**src/common/decode_pkg.sv**
```systemverilog
package decode_pkg;

    // ------------------------------
    // Major opcodes
    // ------------------------------
    localparam logic [6:0] OPC_LUI      = 7'b0110111;
    localparam logic [6:0] OPC_AUIPC    = 7'b0010111;
    localparam logic [6:0] OPC_JAL      = 7'b1101111;
    localparam logic [6:0] OPC_JALR     = 7'b1100111;
    localparam logic [6:0] OPC_BRANCH   = 7'b1100011;
    localparam logic [6:0] OPC_LOAD     = 7'b0000011;
    localparam logic [6:0] OPC_STORE    = 7'b0100011;
    localparam logic [6:0] OPC_OP_IMM   = 7'b0010011;
    localparam logic [6:0] OPC_OP       = 7'b0110011;
    localparam logic [6:0] OPC_MISC_MEM = 7'b0001111;
    localparam logic [6:0] OPC_SYSTEM   = 7'b1110011;
    localparam logic [6:0] OPC_LOAD_FP  = 7'b0000111;
    localparam logic [6:0] OPC_STORE_FP = 7'b0100111;
    localparam logic [6:0] OPC_OP_V     = 7'b1010111;

    // ------------------------------
    // Function fields
    // ------------------------------
    localparam logic [6:0] F7_BASE   = 7'b0000000;
    localparam logic [6:0] F7_ALT    = 7'b0100000;
    localparam logic [6:0] F7_MULDIV = 7'b0000001;

    // OPIVV/OPIVX/OPIVI integer ops
    localparam logic [5:0] F6_VADD  = 6'b000000;
    localparam logic [5:0] F6_VSUB  = 6'b000010;
    localparam logic [5:0] F6_VRSUB = 6'b000011;
    localparam logic [5:0] F6_VMINU = 6'b000100;
    localparam logic [5:0] F6_VMAXU = 6'b000110;

    localparam logic [2:0] F3_OPIVV = 3'b000;
    localparam logic [2:0] F3_OPIVI = 3'b011;
    localparam logic [2:0] F3_OPIVX = 3'b100;

    // Vector memory selectors
    localparam logic [4:0] LUMOP_WHOLE = 5'b01000;

    localparam logic [2:0] VW_8  = 3'b000;
    localparam logic [2:0] VW_16 = 3'b101;
    localparam logic [2:0] VW_32 = 3'b110;
    localparam logic [2:0] VW_64 = 3'b111;

    // Fully specified system words
    localparam logic [31:0] INST_ECALL  = 32'h0000_0073;
    localparam logic [31:0] INST_EBREAK = 32'h0010_0073;
    localparam logic [31:0] INST_ERET   = 32'h3020_0073;
    localparam logic [31:0] INST_WFI    = 32'h1050_0073;

    // ------------------------------
    // Instruction word views
    // ------------------------------
    typedef struct packed {
        logic [6:0] funct7;
        logic [4:0] rs2;
        logic [4:0] rs1;
        logic [2:0] funct3;
        logic [4:0] rd;
        logic [6:0] opcode;
    } inst_r_t;

    typedef struct packed {
        logic [2:0] nf;
        logic       mew;
        logic [1:0] mop;
        logic       vm;
        logic [4:0] lumop;
        logic [4:0] rs1;
        logic [2:0] width;
        logic [4:0] vd;
        logic [6:0] opcode;
    } inst_vls_t;

    typedef struct packed {
        logic [5:0] funct6;
        logic       vm;
        logic [4:0] vs2;
        logic [4:0] vs1;
        logic [2:0] funct3;
        logic [4:0] vd;
        logic [6:0] opcode;
    } inst_varith_t;

    typedef union packed {
        inst_r_t      r;
        inst_vls_t    vls;
        inst_varith_t varith;
    } inst_word_u;

    // ------------------------------
    // Classification results
    // ------------------------------
    typedef struct packed {
        logic known;
        logic exec;
        logic lsu;
        logic branch;
        logic mul;
        logic div;
        logic csr_sys;
        logic rd_valid;
    } scalar_class_t;

    typedef struct packed {
        logic known;
        logic lsu_v;
        logic alu_v;
    } vector_class_t;

    typedef struct packed {
        logic invalid;
        logic exec;
        logic lsu;
        logic branch;
        logic mul;
        logic div;
        logic csr;
        logic rd_valid;
        logic lsu_v;
        logic alu_v;
    } decode_flags_t;

endpackage

```
**src/decode/scalar_decoder.sv**
```systemverilog
`timescale 1ns/1ns

module scalar_decoder (
    input  decode_pkg::inst_word_u    opcode_i,
    input  logic                      enable_muldiv_i,
    output decode_pkg::scalar_class_t class_o
);

    // SFENCE.VMA funct7
    localparam logic [6:0] F7_SFENCE = 7'b0001001;

    decode_pkg::inst_r_t inst;
    logic [31:0]         word;

    logic op_imm_ok;
    logic op_ok;
    logic is_exec;
    logic is_load;
    logic is_store;
    logic is_jal;
    logic is_jalr;
    logic is_bcc;
    logic is_sys_word;
    logic is_csr;
    logic is_fence;
    logic is_sfence;
    logic is_m;
    logic is_mul;
    logic is_div;

    assign inst = opcode_i.r;
    assign word = opcode_i;

    // ------------------------------
    // Integer ALU
    // ------------------------------
    // Shift immediates must carry a legal funct7
    always_comb begin
        case (inst.funct3)
            3'b001:  op_imm_ok = (inst.funct7 == decode_pkg::F7_BASE);
            3'b101:  op_imm_ok = (inst.funct7 == decode_pkg::F7_BASE) ||
                                 (inst.funct7 == decode_pkg::F7_ALT);
            default: op_imm_ok = 1'b1;
        endcase
    end

    // SUB and SRA only for the alternate form
    assign op_ok = (inst.funct7 == decode_pkg::F7_BASE) ||
                   ((inst.funct7 == decode_pkg::F7_ALT) &&
                    ((inst.funct3 == 3'b000) || (inst.funct3 == 3'b101)));

    assign is_exec = (inst.opcode == decode_pkg::OPC_LUI)   ||
                     (inst.opcode == decode_pkg::OPC_AUIPC) ||
                     ((inst.opcode == decode_pkg::OPC_OP_IMM) && op_imm_ok) ||
                     ((inst.opcode == decode_pkg::OPC_OP) && op_ok);

    // ------------------------------
    // Memory and control flow
    // ------------------------------
    // Loads skip funct3 011 and 111, 110 is LWU
    assign is_load = (inst.opcode == decode_pkg::OPC_LOAD) &&
                     (inst.funct3 != 3'b011) && (inst.funct3 != 3'b111);

    assign is_store = (inst.opcode == decode_pkg::OPC_STORE) && (inst.funct3 < 3'b011);

    assign is_jal  = (inst.opcode == decode_pkg::OPC_JAL);
    assign is_jalr = (inst.opcode == decode_pkg::OPC_JALR) && (inst.funct3 == 3'b000);

    assign is_bcc = (inst.opcode == decode_pkg::OPC_BRANCH) &&
                    (inst.funct3 != 3'b010) && (inst.funct3 != 3'b011);

    // ------------------------------
    // System, CSR and fences
    // ------------------------------
    assign is_sys_word = (word == decode_pkg::INST_ECALL)  ||
                         (word == decode_pkg::INST_EBREAK) ||
                         (word == decode_pkg::INST_ERET)   ||
                         (word == decode_pkg::INST_WFI);

    assign is_csr = (inst.opcode == decode_pkg::OPC_SYSTEM) &&
                    (inst.funct3 != 3'b000) && (inst.funct3 != 3'b100);

    // FENCE and FENCE.I
    assign is_fence = (inst.opcode == decode_pkg::OPC_MISC_MEM) && (inst.funct3[2:1] == 2'b00);

    assign is_sfence = (inst.opcode == decode_pkg::OPC_SYSTEM) && (inst.funct3 == 3'b000) &&
                       (inst.funct7 == F7_SFENCE) && (inst.rd == 5'd0);

    // ------------------------------
    // M extension
    // ------------------------------
    assign is_m   = (inst.opcode == decode_pkg::OPC_OP) && (inst.funct7 == decode_pkg::F7_MULDIV);
    assign is_mul = is_m && !inst.funct3[2];
    assign is_div = is_m && inst.funct3[2];

    assign class_o.exec    = is_exec;
    assign class_o.lsu     = is_load || is_store;
    assign class_o.branch  = is_jal || is_jalr || is_bcc;
    assign class_o.mul     = enable_muldiv_i && is_mul;
    assign class_o.div     = enable_muldiv_i && is_div;
    assign class_o.csr_sys = is_sys_word || is_csr || is_fence || is_sfence;

    assign class_o.known = is_exec || is_load || is_store || class_o.branch ||
                           class_o.csr_sys || class_o.mul || class_o.div;

    // M patterns still count as writing rd when the unit is off
    assign class_o.rd_valid = is_exec || is_load || is_jal || is_jalr || is_csr || is_m;

endmodule

```
**src/decode/vector_decoder.sv**
```systemverilog
`timescale 1ns/1ns

module vector_decoder (
    input  decode_pkg::inst_word_u    opcode_i,
    input  logic                      enable_vector_i,
    output decode_pkg::vector_class_t class_o
);

    decode_pkg::inst_vls_t    vls;
    decode_pkg::inst_varith_t va;

    logic nf_ok;
    logic whole_hdr;
    logic width_ok;
    logic is_vl;
    logic is_vs;
    logic form_vv;
    logic form_vx;
    logic form_vi;
    logic is_valu;

    assign vls = opcode_i.vls;
    assign va  = opcode_i.varith;

    // ------------------------------
    // Whole-register load/store
    // ------------------------------
    // Register groups of 1, 2, 4 or 8
    assign nf_ok = (vls.nf == 3'd0) || (vls.nf == 3'd1) ||
                   (vls.nf == 3'd3) || (vls.nf == 3'd7);

    assign whole_hdr = nf_ok && !vls.mew && (vls.mop == 2'b00) && vls.vm &&
                       (vls.lumop == decode_pkg::LUMOP_WHOLE);

    assign width_ok = (vls.width == decode_pkg::VW_8)  ||
                      (vls.width == decode_pkg::VW_16) ||
                      (vls.width == decode_pkg::VW_32) ||
                      (vls.width == decode_pkg::VW_64);

    assign is_vl = (vls.opcode == decode_pkg::OPC_LOAD_FP) && whole_hdr && width_ok;

    // Stores only exist with byte width
    assign is_vs = (vls.opcode == decode_pkg::OPC_STORE_FP) && whole_hdr &&
                   (vls.width == decode_pkg::VW_8);

    // ------------------------------
    // Integer ALU subset
    // ------------------------------
    assign form_vv = (va.funct3 == decode_pkg::F3_OPIVV);
    assign form_vx = (va.funct3 == decode_pkg::F3_OPIVX);
    assign form_vi = (va.funct3 == decode_pkg::F3_OPIVI);

    always_comb begin
        is_valu = 1'b0;
        if (va.opcode == decode_pkg::OPC_OP_V) begin
            case (va.funct6)
                decode_pkg::F6_VADD:  is_valu = form_vv || form_vx || form_vi;
                decode_pkg::F6_VSUB:  is_valu = form_vv || form_vx;
                decode_pkg::F6_VRSUB: is_valu = form_vx || form_vi;
                decode_pkg::F6_VMINU: is_valu = form_vv || form_vx;
                decode_pkg::F6_VMAXU: is_valu = form_vv || form_vx;
                default:              is_valu = 1'b0;
            endcase
        end
    end

    assign class_o.lsu_v = enable_vector_i && (is_vl || is_vs);
    assign class_o.alu_v = enable_vector_i && is_valu;
    assign class_o.known = class_o.lsu_v || class_o.alu_v;

endmodule

```
**src/decode_stage.sv**
```systemverilog
`timescale 1ns/1ns

module decode_stage (
    input  logic                      clk_i,
    input  logic                      rst_n_i,
    input  logic                      valid_i,
    input  logic                      fetch_fault_i,
    input  decode_pkg::scalar_class_t scalar_i,
    input  decode_pkg::vector_class_t vector_i,
    output logic                      valid_o,
    output decode_pkg::decode_flags_t flags_o
);

    decode_pkg::decode_flags_t flags_d;
    logic                      invalid;

    // Neither decoder recognised the word
    assign invalid = valid_i && !scalar_i.known && !vector_i.known;

    always_comb begin
        flags_d.invalid  = invalid;
        flags_d.exec     = scalar_i.exec;
        flags_d.lsu      = scalar_i.lsu;
        flags_d.branch   = scalar_i.branch;
        flags_d.mul      = scalar_i.mul;
        flags_d.div      = scalar_i.div;
        // Traps go through the CSR unit
        flags_d.csr      = scalar_i.csr_sys || invalid || fetch_fault_i;
        flags_d.rd_valid = scalar_i.rd_valid;
        flags_d.lsu_v    = vector_i.lsu_v;
        flags_d.alu_v    = vector_i.alu_v;
    end

    // ------------------------------
    // Output register
    // ------------------------------
    always_ff @(posedge clk_i) begin
        if (!rst_n_i) begin
            valid_o <= 1'b0;
            flags_o <= '0;
        end else begin
            valid_o <= valid_i;
            flags_o <= flags_d;
        end
    end

    // ------------------------------
    // Checks
    // ------------------------------
    // Scalar and vector classes never overlap
    a_one_unit: assert property (
        @(posedge clk_i) disable iff (!rst_n_i)
        $onehot0({flags_o.exec, flags_o.lsu, flags_o.branch, flags_o.mul,
                  flags_o.div, flags_o.lsu_v, flags_o.alu_v})
    );

    // An unrecognised word never reports an execution unit
    a_invalid_no_unit: assert property (
        @(posedge clk_i) disable iff (!rst_n_i)
        flags_o.invalid |-> !(flags_o.exec || flags_o.lsu || flags_o.branch || flags_o.mul ||
                              flags_o.div || flags_o.lsu_v || flags_o.alu_v)
    );

    // M instructions always write rd
    a_muldiv_rd: assert property (
        @(posedge clk_i) disable iff (!rst_n_i)
        (flags_o.mul || flags_o.div) |-> flags_o.rd_valid
    );

endmodule

```
**src/decode_unit.sv**
```systemverilog
`timescale 1ns/1ns

module decode_unit (
    input  logic                      clk_i,
    input  logic                      rst_n_i,
    input  logic                      valid_i,
    input  logic                      fetch_fault_i,
    input  logic                      enable_muldiv_i,
    input  logic                      enable_vector_i,
    input  decode_pkg::inst_word_u    opcode_i,
    output logic                      valid_o,
    output decode_pkg::decode_flags_t flags_o
);

    decode_pkg::scalar_class_t scalar_class;
    decode_pkg::vector_class_t vector_class;

    scalar_decoder i_scalar_decoder (
        .opcode_i        (opcode_i),
        .enable_muldiv_i (enable_muldiv_i),
        .class_o         (scalar_class)
    );

    vector_decoder i_vector_decoder (
        .opcode_i        (opcode_i),
        .enable_vector_i (enable_vector_i),
        .class_o         (vector_class)
    );

    decode_stage i_decode_stage (
        .clk_i         (clk_i),
        .rst_n_i       (rst_n_i),
        .valid_i       (valid_i),
        .fetch_fault_i (fetch_fault_i),
        .scalar_i      (scalar_class),
        .vector_i      (vector_class),
        .valid_o       (valid_o),
        .flags_o       (flags_o)
    );

endmodule

```
**config.mk**
```make
export PLATFORM = sky130hd
export DESIGN_NAME = decode_unit
export DESIGN_NICKNAME = d
export VERILOG_FILES = /design/src/common/decode_pkg.sv /design/src/decode/scalar_decoder.sv /design/src/decode/vector_decoder.sv /design/src/decode_stage.sv /design/src/decode_unit.sv
export SDC_FILE = /design/constraint.sdc
export NUM_CORES = 1
export LEC_CHECK = 0
export BUFFER_PORTS_ARGS = -buffer_cell sky130_fd_sc_hd__buf_2
export CAP_MARGIN = 20
export CORE_UTILIZATION = 38
export CTS_CLUSTER_DIAMETER = 150
export DETAILED_ROUTE_END_ITERATION = 10
export GPL_ROUTABILITY_DRIVEN = 1
export PLACE_DENSITY = 0.74
export SKIP_CTS_REPAIR_TIMING = 1
export SLEW_MARGIN = 40
export SYNTH_ARGS = -nofsm -noshare
export SYNTH_HDL_FRONTEND = slang
export SYNTH_HIERARCHICAL = 1
export SYNTH_SLANG_ARGS = --single-unit
```
**constraint.sdc**
```tcl
create_clock -name clk_i -period 1.8 [get_ports clk_i]
set_clock_uncertainty 0.05 [all_clocks]
set_input_delay 0.27 -clock clk_i [delete_from_list [all_inputs] [get_ports clk_i]]
set_output_delay 0.27 -clock clk_i [all_outputs]
set_load 0.01 [all_outputs]
```
---- Word-level counts from Yosys, hierarchy flattened ----
Cells that the tools add are included.
storage, ports and cells
  register bits ........................... 11
  input port bits ......................... 38
  output and inout bits ................... 11
  logic and storage cells ................. 136
cells by class
  magnitude comparators ................... 1
  equality and inequality tests ........... 39
  muxes and demuxes ....................... 3
  reduce and logical (&&, ||, !) cells .... 82
operator list
  operator                                                                 count
  1-bit logical OR                                                         37
  7-bit by 6-bit == test with 1-bit output, second input constant          5
  7-bit == test, second input constant                                     5
  32-bit by 21-bit == test with 1-bit output, second input constant        1
  32-bit by 29-bit == test with 1-bit output, second input constant        1
  32-bit by 30-bit == test with 1-bit output, second input constant        1
  32-bit by 7-bit == test with 1-bit output, second input constant         1
  1-bit logical AND                                                        32
  3-bit == test, second input constant                                     5
  7-bit by 4-bit == test with 1-bit output, second input constant          2
  7-bit by 5-bit == test with 1-bit output, second input constant          2
  6-bit by 2-bit == test with 1-bit output, second input constant          2
  6-bit by 3-bit == test with 1-bit output, second input constant          2
  7-bit by 1-bit == test with 1-bit output, second input constant          1
  7-bit by 2-bit == test with 1-bit output, second input constant          1
  7-bit by 3-bit == test with 1-bit output, second input constant          1
  7-bit logical NOT                                                        1
  3-bit by 1-bit == test with 1-bit output, second input constant          2
  3-bit by 2-bit == test with 1-bit output, second input constant          2
  3-bit logical NOT                                                        2
  6-bit logical NOT                                                        1
  3-bit by 2-bit inequality test with 1-bit output, second input constant  2
  3-bit inequality test, second input constant                             2
  5-bit by 4-bit == test with 1-bit output, second input constant          1
  9 further kinds                                                          13

---- Logic depth before layout (Yosys ltp) ----
Gate-level depths: netlist (run 1).
  word-level depth ........................ 17
  mapped depth ............................ 7
  gate-level depth less buffers ........... 7

---- Modules after synthesis ----
Netlist (run 1), hierarchy kept.
by module, submodules not included
  module          instances  cells an instance  area an instance (sq um)  seq. area each (sq um)
  scalar_decoder  1          54                 356.6                     0.0
  decode_stage    1          24                 305.3                     220.2
  vector_decoder  1          25                 157.7                     0.0

---- Worst setup path before layout (run 1) ----
Ideal clock, no wire load.
  kind .................................... input port to flip-flop
  start ................................... input opcode_i[4] in the netlist's numbering
  end ..................................... register, netlist name i_decode_stage/flags_o[3]
  library setup time ...................... 117 ps
  data arrival time ....................... 1700 ps
  data required time ...................... 1633 ps
  setup slack ............................. -68 ps
  stages .................................. 7
  path buffers ............................ 0
  path through ............................ or4_1 -> or4_1 -> o21ai_1 -> a21o_2 -> or4b_1 -> and4bb_1 -> nand2b_1
RTL lines
  element          line               RTL
  start, declared  decode_unit.sv:10  input decode_pkg::inst_word_u opcode_i,

==> results.toml, run 1 <==
[logic_synthesis]
async_reset_ff_share_pct = 0
ys_types = 37
synth.yosys.seq_area_share_pct = 26.9
post_synth.cell_area_avg_sq_um = 7.96
synth_ff_type = "sky130_fd_sc_hd__dfxtp_1"
synthAdderAreaFrac_pct = 0
synth_compound_area_share_pct = 16.5
synth_register_bits = 11
synth-edff-count = 0
muxShareOfSynthArea_pct = 0
largest_family_of_logic_cells_by_synthesized_area = "simple AND/OR/NAND/NOR gates"
syn-cell-area_sq_um = 820
synthXorXnorAreaFrac_pct = 1.07
yosysWarningCount = 6
synth-simple-area-share_pct = 51.8
mappedNetlistNets = 141
post_synth_inst_count = 103

[power]
power_density_nw_per_um2 = 431
pwr-share-comb_pct = 30.9
power.switching_w = 0.000155
switching_share_pct = 26.2
power.clock.fraction_pct = 26.8
internal_power_consumption_w = 0.000436
max-vdd-ir-drop_mv = 0.279
share_seq_of_total_power_pct = 42.3
leakage_power_nw = 0.676

[status]
status = "complete, but fails checks"
failing_checks = "setup timing"

[placement]
detailed_place_hpwl_mm = 2.07
gp_congestion = 0.811
port_buffers = 48
placed_cells = 210

[floorplan]
placement_rows = 16
number_of_primary_i_o_pins = 49
die_width_um = 48.4
initial_utilization_pct = 40.9
core_region_area_sq_um = 2000
full_die_area_sq_um = 2350
die_h_um = 48.4

[grt]
grt_first_pass_wirelength_mm = 4.16
pin_count_of_the_biggest_net_entering_global_routing = 12
gr-usage-all-layers_pct = 22.2
number_of_antenna_violations_at_the_first_check_in_global_routing = 0
number_of_global_route_vias_before_repair = 1060
grt_overflow_total = 0

[sta]
fin_crit_sh_pct = 100
slew_headroom_pct = 73.8
tightest_slew_ns = 0.389
fmax_mhz = 554
report.final.setup_viol = 1
layout_min_cycle_time_ns = 1.80
setup_ws_ns = -0.00367
final_max_slew_viol_count = 0
finalSetupTns_ns = -0.00367
hold_violations = 0
grt_setup_unrepaired = "true"

[routing]
routedWlPerCell_um = 11.2
met2RoutedLength_mm = 1.14
drt_iter0_drc = 24
wl_mm = 2.39
dr_total_vias = 1098
detail_route.drc_violations = 0
viasPerCell = 5.13
top_layer = "met4"
ant_nets = 0
wire_length_on_met1_mm = 1.02
met3_wirelength_um = 174
drt_pre_antenna_iters = 4

[setup_path]
end_kind = "flip-flop"
path_delay_family = "simple AND/OR/NAND/NOR gates"
critical-path-slowest-cell = "sky130_fd_sc_hd__or4_1"
critical-path-top-cell-by-count = "sky130_fd_sc_hd__or4_1"
crit_type = "input pin to flip-flop"
cp_cell_sequence = "buf_2 > or4_1 > or4_1 > o21ai_1 > a21o_2 > or4b_1 > and4bb_1 > nand2b_1"
worst_ep_arrival_time_ns = 1.90
timing.critical_path.required_ns = 1.90
critical_path.max_stage_delay_ns = 0.51
critical_path.max_fanout = 4
cp-start-kind = "input pin"
critical_path_buf_inv_count = 1

[cts]
clock_root_cell = "sky130_fd_sc_hd__clkbuf_4"
cts_tree = "built"
clkTransAtPathRegs_ns = 0.06
cts.path.max_buffers = 2
cts.htree.levels = 1
cts_num_sinks = 11
cts_inserted_buffers = 3

[hold_path]
holdCritStartpoint = "valid_i"
timing.hold.worst_endpoint = "i_decode_stage/valid_o$_SDFF_PN0_"
timing.hold.worst.class = "input pin to flip-flop"
holdPathStages = 2

[layout]
drive_above_1_share_pct = 47.6
final_cells = 214
layout_overhead_on_the_synthesized_area_pct = 67.3
finish.net_count = 226
insertedDiodeCount = 0

[run]
maxCapViolations = 0
==> state kept, by name (all words and copies together), names as in the netlist <==
| name | count |
|---|---|
| i_decode_stage/flags_o | 10 |
| i_decode_stage/valid_o | 1 |
==> power groups by stage <==
stage / Clock (W) / Sequential (W) / Combinational, W
finish: 0.000158 / 0.000250 / 0.000183
global route: 0.000172 / 0.000250 / 0.000200
CTS: 0.000164 / 0.000250 / 0.000180
detailed placement: 0 / 0.000255 / 0.000180
global placement: 0 / 0.000255 / 0.000176
floorplan: 0 / 0.000258 / 0.0000467
==> routing by layer <==
metal / track usage [%] / vias to the layer above
li1: - / 565
met1: 23.4 / 473
met2: 41.5 / 54
met3: 3.77 / 6
met4: 12.3 / 0
met5: 0 / -
==> metrics by stage <==
stage | hold slack, ns | util [%] | instance area (sq um) | setup WS [ns] | power (W)
floorplan | 0.342 | - | 820 | -0.0678 | 0.000305
detailed placement | 0.451 | 66.8 | 1340 | -0.287 | 0.000435
global placement | 0.443 | 66.8 | 1340 | -0.252 | 0.000431
global route | 0.184 | 68.5 | 1370 | -0.0518 | 0.000622
CTS | 0.170 | 68.1 | 1360 | -0.00781 | 0.000594
finish | 0.173 | 68.5 | 1370 | -0.00367 | 0.000591
==> worst max path at each step <==
| stage | startpoint | end | slack (ns) | cells after the start |
|---|---|---|---|---|
| finish | opcode_i[4] | i_decode_stage/flags_o[3]$_SDFF_PN0_ | -0.004 | 8 |
| global route | opcode_i[4] | i_decode_stage/flags_o[3]$_SDFF_PN0_ | -0.05 | 8 |
| CTS | opcode_i[4] | i_decode_stage/flags_o[3]$_SDFF_PN0_ | -0.008 | 8 |
| detailed placement | opcode_i[4] | i_decode_stage/flags_o[3]$_SDFF_PN0_ | -0.29 | 8 |
| global placement | opcode_i[4] | i_decode_stage/flags_o[3]$_SDFF_PN0_ | -0.25 | 8 |
| floorplan | opcode_i[4] | i_decode_stage/flags_o[3]$_SDFF_PN0_ | -0.07 | 7 |
==> final cells by class <==
| cell class | instances | area (sq um) |
|---|---|---|
| Clock buffer | 4 | 26.3 |
| Fill cell | 176 | 631 |
| Inverter | 5 | 18.8 |
| Multi-Input combinational cell | 85 | 577 |
| Sequential cell | 11 | 220 |
| Tap cell | 27 | 33.8 |
| Timing Repair Buffer | 82 | 495 |
==> cell usage after synthesis, types with 2 or more instances <==
cell	n	area (sq um)
sky130_fd_sc_hd__nor4bb_1	2	20.0
sky130_fd_sc_hd__nor3_1	5	25.0
sky130_fd_sc_hd__nor3b_1	2	15.0
sky130_fd_sc_hd__nand3_1	4	20.0
sky130_fd_sc_hd__and2_1	9	56.3
sky130_fd_sc_hd__o31ai_1	2	15.0
sky130_fd_sc_hd__nand2_1	4	15.0
sky130_fd_sc_hd__nor2b_1	5	31.3
sky130_fd_sc_hd__or4_1	2	15.0
sky130_fd_sc_hd__o22ai_1	3	18.8
sky130_fd_sc_hd__nand4_1	3	18.8
sky130_fd_sc_hd__a21oi_1	2	10.0
sky130_fd_sc_hd__nand4b_1	2	17.5
sky130_fd_sc_hd__nor2_1	7	26.3
sky130_fd_sc_hd__a211oi_1	3	22.5
sky130_fd_sc_hd__nor4b_2	2	30.0
sky130_fd_sc_hd__inv_1	5	18.8
sky130_fd_sc_hd__dfxtp_1	11	220
sky130_fd_sc_hd__and3_1	3	18.8
sky130_fd_sc_hd__o21ai_1	2	10.0
sky130_fd_sc_hd__nand2b_1	2	12.5
sky130_fd_sc_hd__nor4_1	6	37.5
sky130_fd_sc_hd__o21ai_0	3	15.0
==> cells by family (layout without fill, tap and decap cells) <==
group	count (synthesis)	after routing
simple gates	64	64
buf+inv	7	91
xor+xnor	1	1
compound gates	20	20
flops	11	11
==> placed cells by master (no fill, tap or decap), drive strengths merged, types with 5 or more instances in the layout <==
cell and n:
and2 9, nor3 5, nor2 7, buf 82, dfxtp 11, nor2b 5
o21ai 5, nor4 6, inv 5
Power figures use the tool's default switching activity.
==> run 2: changes to the inputs <==
CORE_MARGIN = 2   (was not set)
==> results.toml, run 2 (synthesized netlist as in run 1, its figures left out) <==
[routing]
drt_iter0_drc = 21
detail_route.drc_violations = 0
viasPerCell = 5.34
ant_nets = 0
drt_pre_antenna_iters = 4
routedWlPerCell_um = 11.9
wl_mm = 2.51
dr_total_vias = 1126

[sta]
hold_violations = 0
fin_crit_sh_pct = 99.6
report.final.setup_viol = 0
fmax_mhz = 558
grt_setup_unrepaired = "true"
layout_min_cycle_time_ns = 1.79
slew_headroom_pct = 66.3
final_max_slew_viol_count = 0
tightest_slew_ns = 0.500

[hold_path]
holdPathStages = 2
timing.hold.worst_endpoint = "i_decode_stage/valid_o$_SDFF_PN0_"
timing.hold.worst.class = "input pin to flip-flop"
holdCritStartpoint = "valid_i"

[layout]
mostFrequentLayoutCells = "46 x sky130_fd_sc_hd__buf_2, 31 x sky130_fd_sc_hd__buf_4, 11 x sky130_fd_sc_hd__dfxtp_1"
biggestRegsByFlops = "i_decode_stage/flags_o (10), i_decode_stage/valid_o (1)"
stdcell_area_sq_um = 1370
finish.net_count = 223
largest_register_ffs = 10
layout_overhead_on_the_synthesized_area_pct = 67.6
drive_above_1_share_pct = 47.8
fillers = 198
largest_register = "i_decode_stage/flags_o"
insertedDiodeCount = 0
most_common_library_cell_in_the_layout_ignoring_fill_and_taps = "sky130_fd_sc_hd__buf_2"

[cts]
cts.path.max_buffers = 2
clkTransAtPathRegs_ns = 0.06
cts_num_sinks = 11
cts.htree.levels = 1
cts_tree = "built"
clock_root_cell = "sky130_fd_sc_hd__clkbuf_4"
cts_inserted_buffers = 3

[floorplan]
die_width_um = 50.4
initial_utilization_pct = 40.9
placement_rows = 16
full_die_area_sq_um = 2540
number_of_primary_i_o_pins = 49
die_h_um = 50.4
core_region_area_sq_um = 2000

[status]
status = "completed"

[power]
power_density_nw_per_um2 = 432
fin_total_pwr_w = 0.000593
leakage_power_nw = 0.669
max-vdd-ir-drop_mv = 0.318

[placement]
detailed_place_hpwl_mm = 2.19
gp_congestion = 0.872
placement.cell_area_sq_um = 1310
port_buffers = 48

[run]
maxCapViolations = 0

[setup_path]
cp-start-kind = "input pin"
crit_type = "input pin to flip-flop"
worst_ep_arrival_time_ns = 1.89
timing.critical_path.from = "opcode_i[4]"
timing.critical_path.required_ns = 1.90
end_kind = "flip-flop"
critical_path.max_fanout = 4

[grt]
grt_overflow_total = 0
grt_first_pass_wirelength_mm = 4.16
number_of_global_route_vias_before_repair = 1060
pin_count_of_the_biggest_net_entering_global_routing = 12
number_of_antenna_violations_at_the_first_check_in_global_routing = 0
gr-usage-all-layers_pct = 20.6
-- run 2: power breakdown --
group / switching (W) / internal, W / total (W)
clock network: 0.0000701 / 0.0000854 / 0.000156
logic: 0.0000845 / 0.000103 / 0.000188
registers: 0.00000101 / 0.000249 / 0.000250
total: 0.000156 / 0.000438 / 0.000593
-- run 2: critical path, stage by stage --
cell and delay, ns:
sky130_fd_sc_hd__buf_6 0.10, sky130_fd_sc_hd__or4_1 0.51, sky130_fd_sc_hd__or4_1 0.42, sky130_fd_sc_hd__o21ai_1 0.09, sky130_fd_sc_hd__a21o_2 0.11, sky130_fd_sc_hd__or4b_1 0.09
sky130_fd_sc_hd__and4bb_1 0.18, sky130_fd_sc_hd__nand2b_4 0.13
-- run 2: per-layer routing --
metal / wire length (um) / vias to the layer above / track usage (%)
met2: 1260 / 58 / 38.8
met4: 22 / 0 / 9.01
met1: 1050 / 497 / 23.2
met5: 0 / - / 0
li1: - / 567 / -
met3: 187 / 4 / 2.08
-- run 2: area by class of cell --
cell class	count	area, sq um	share of cell area (%)
Sequential cell	11	220	16.0
Clock buffer	4	26.3	1.91
Tap cell	27	33.8	2.46
Inverter	5	18.8	1.37
Multi-Input combinational cell	85	589	42.9
Timing Repair Buffer	79	485	35.3
-- run 2: worst max path at each step --
stage                                                 to  slack (ns)  cells past startpoint
finish              i_decode_stage/flags_o[3]$_SDFF_PN0_       0.007                      8
global route        i_decode_stage/flags_o[3]$_SDFF_PN0_       -0.04                      8
detailed placement  i_decode_stage/flags_o[3]$_SDFF_PN0_       -0.29                      8
floorplan           i_decode_stage/flags_o[3]$_SDFF_PN0_       -0.07                      7
CTS                 i_decode_stage/flags_o[3]$_SDFF_PN0_      -0.008                      8
global placement    i_decode_stage/flags_o[3]$_SDFF_PN0_       -0.26                      8
-- run 2: metrics by stage --
step	cells	worst slack (ns)	utilization [%]	TNS, ns	hold WS (ns)
floorplan	103	-0.0678	-	-0.0678	0.342
detailed placement	207	-0.294	65.6	-0.446	0.462
global route	211	-0.0385	68.6	-0.0385	0.188
CTS	211	-0.00793	66.9	-0.00793	0.180
finish	211	0.00713	68.6	0	0.192
global placement	207	-0.256	65.6	-0.384	0.442
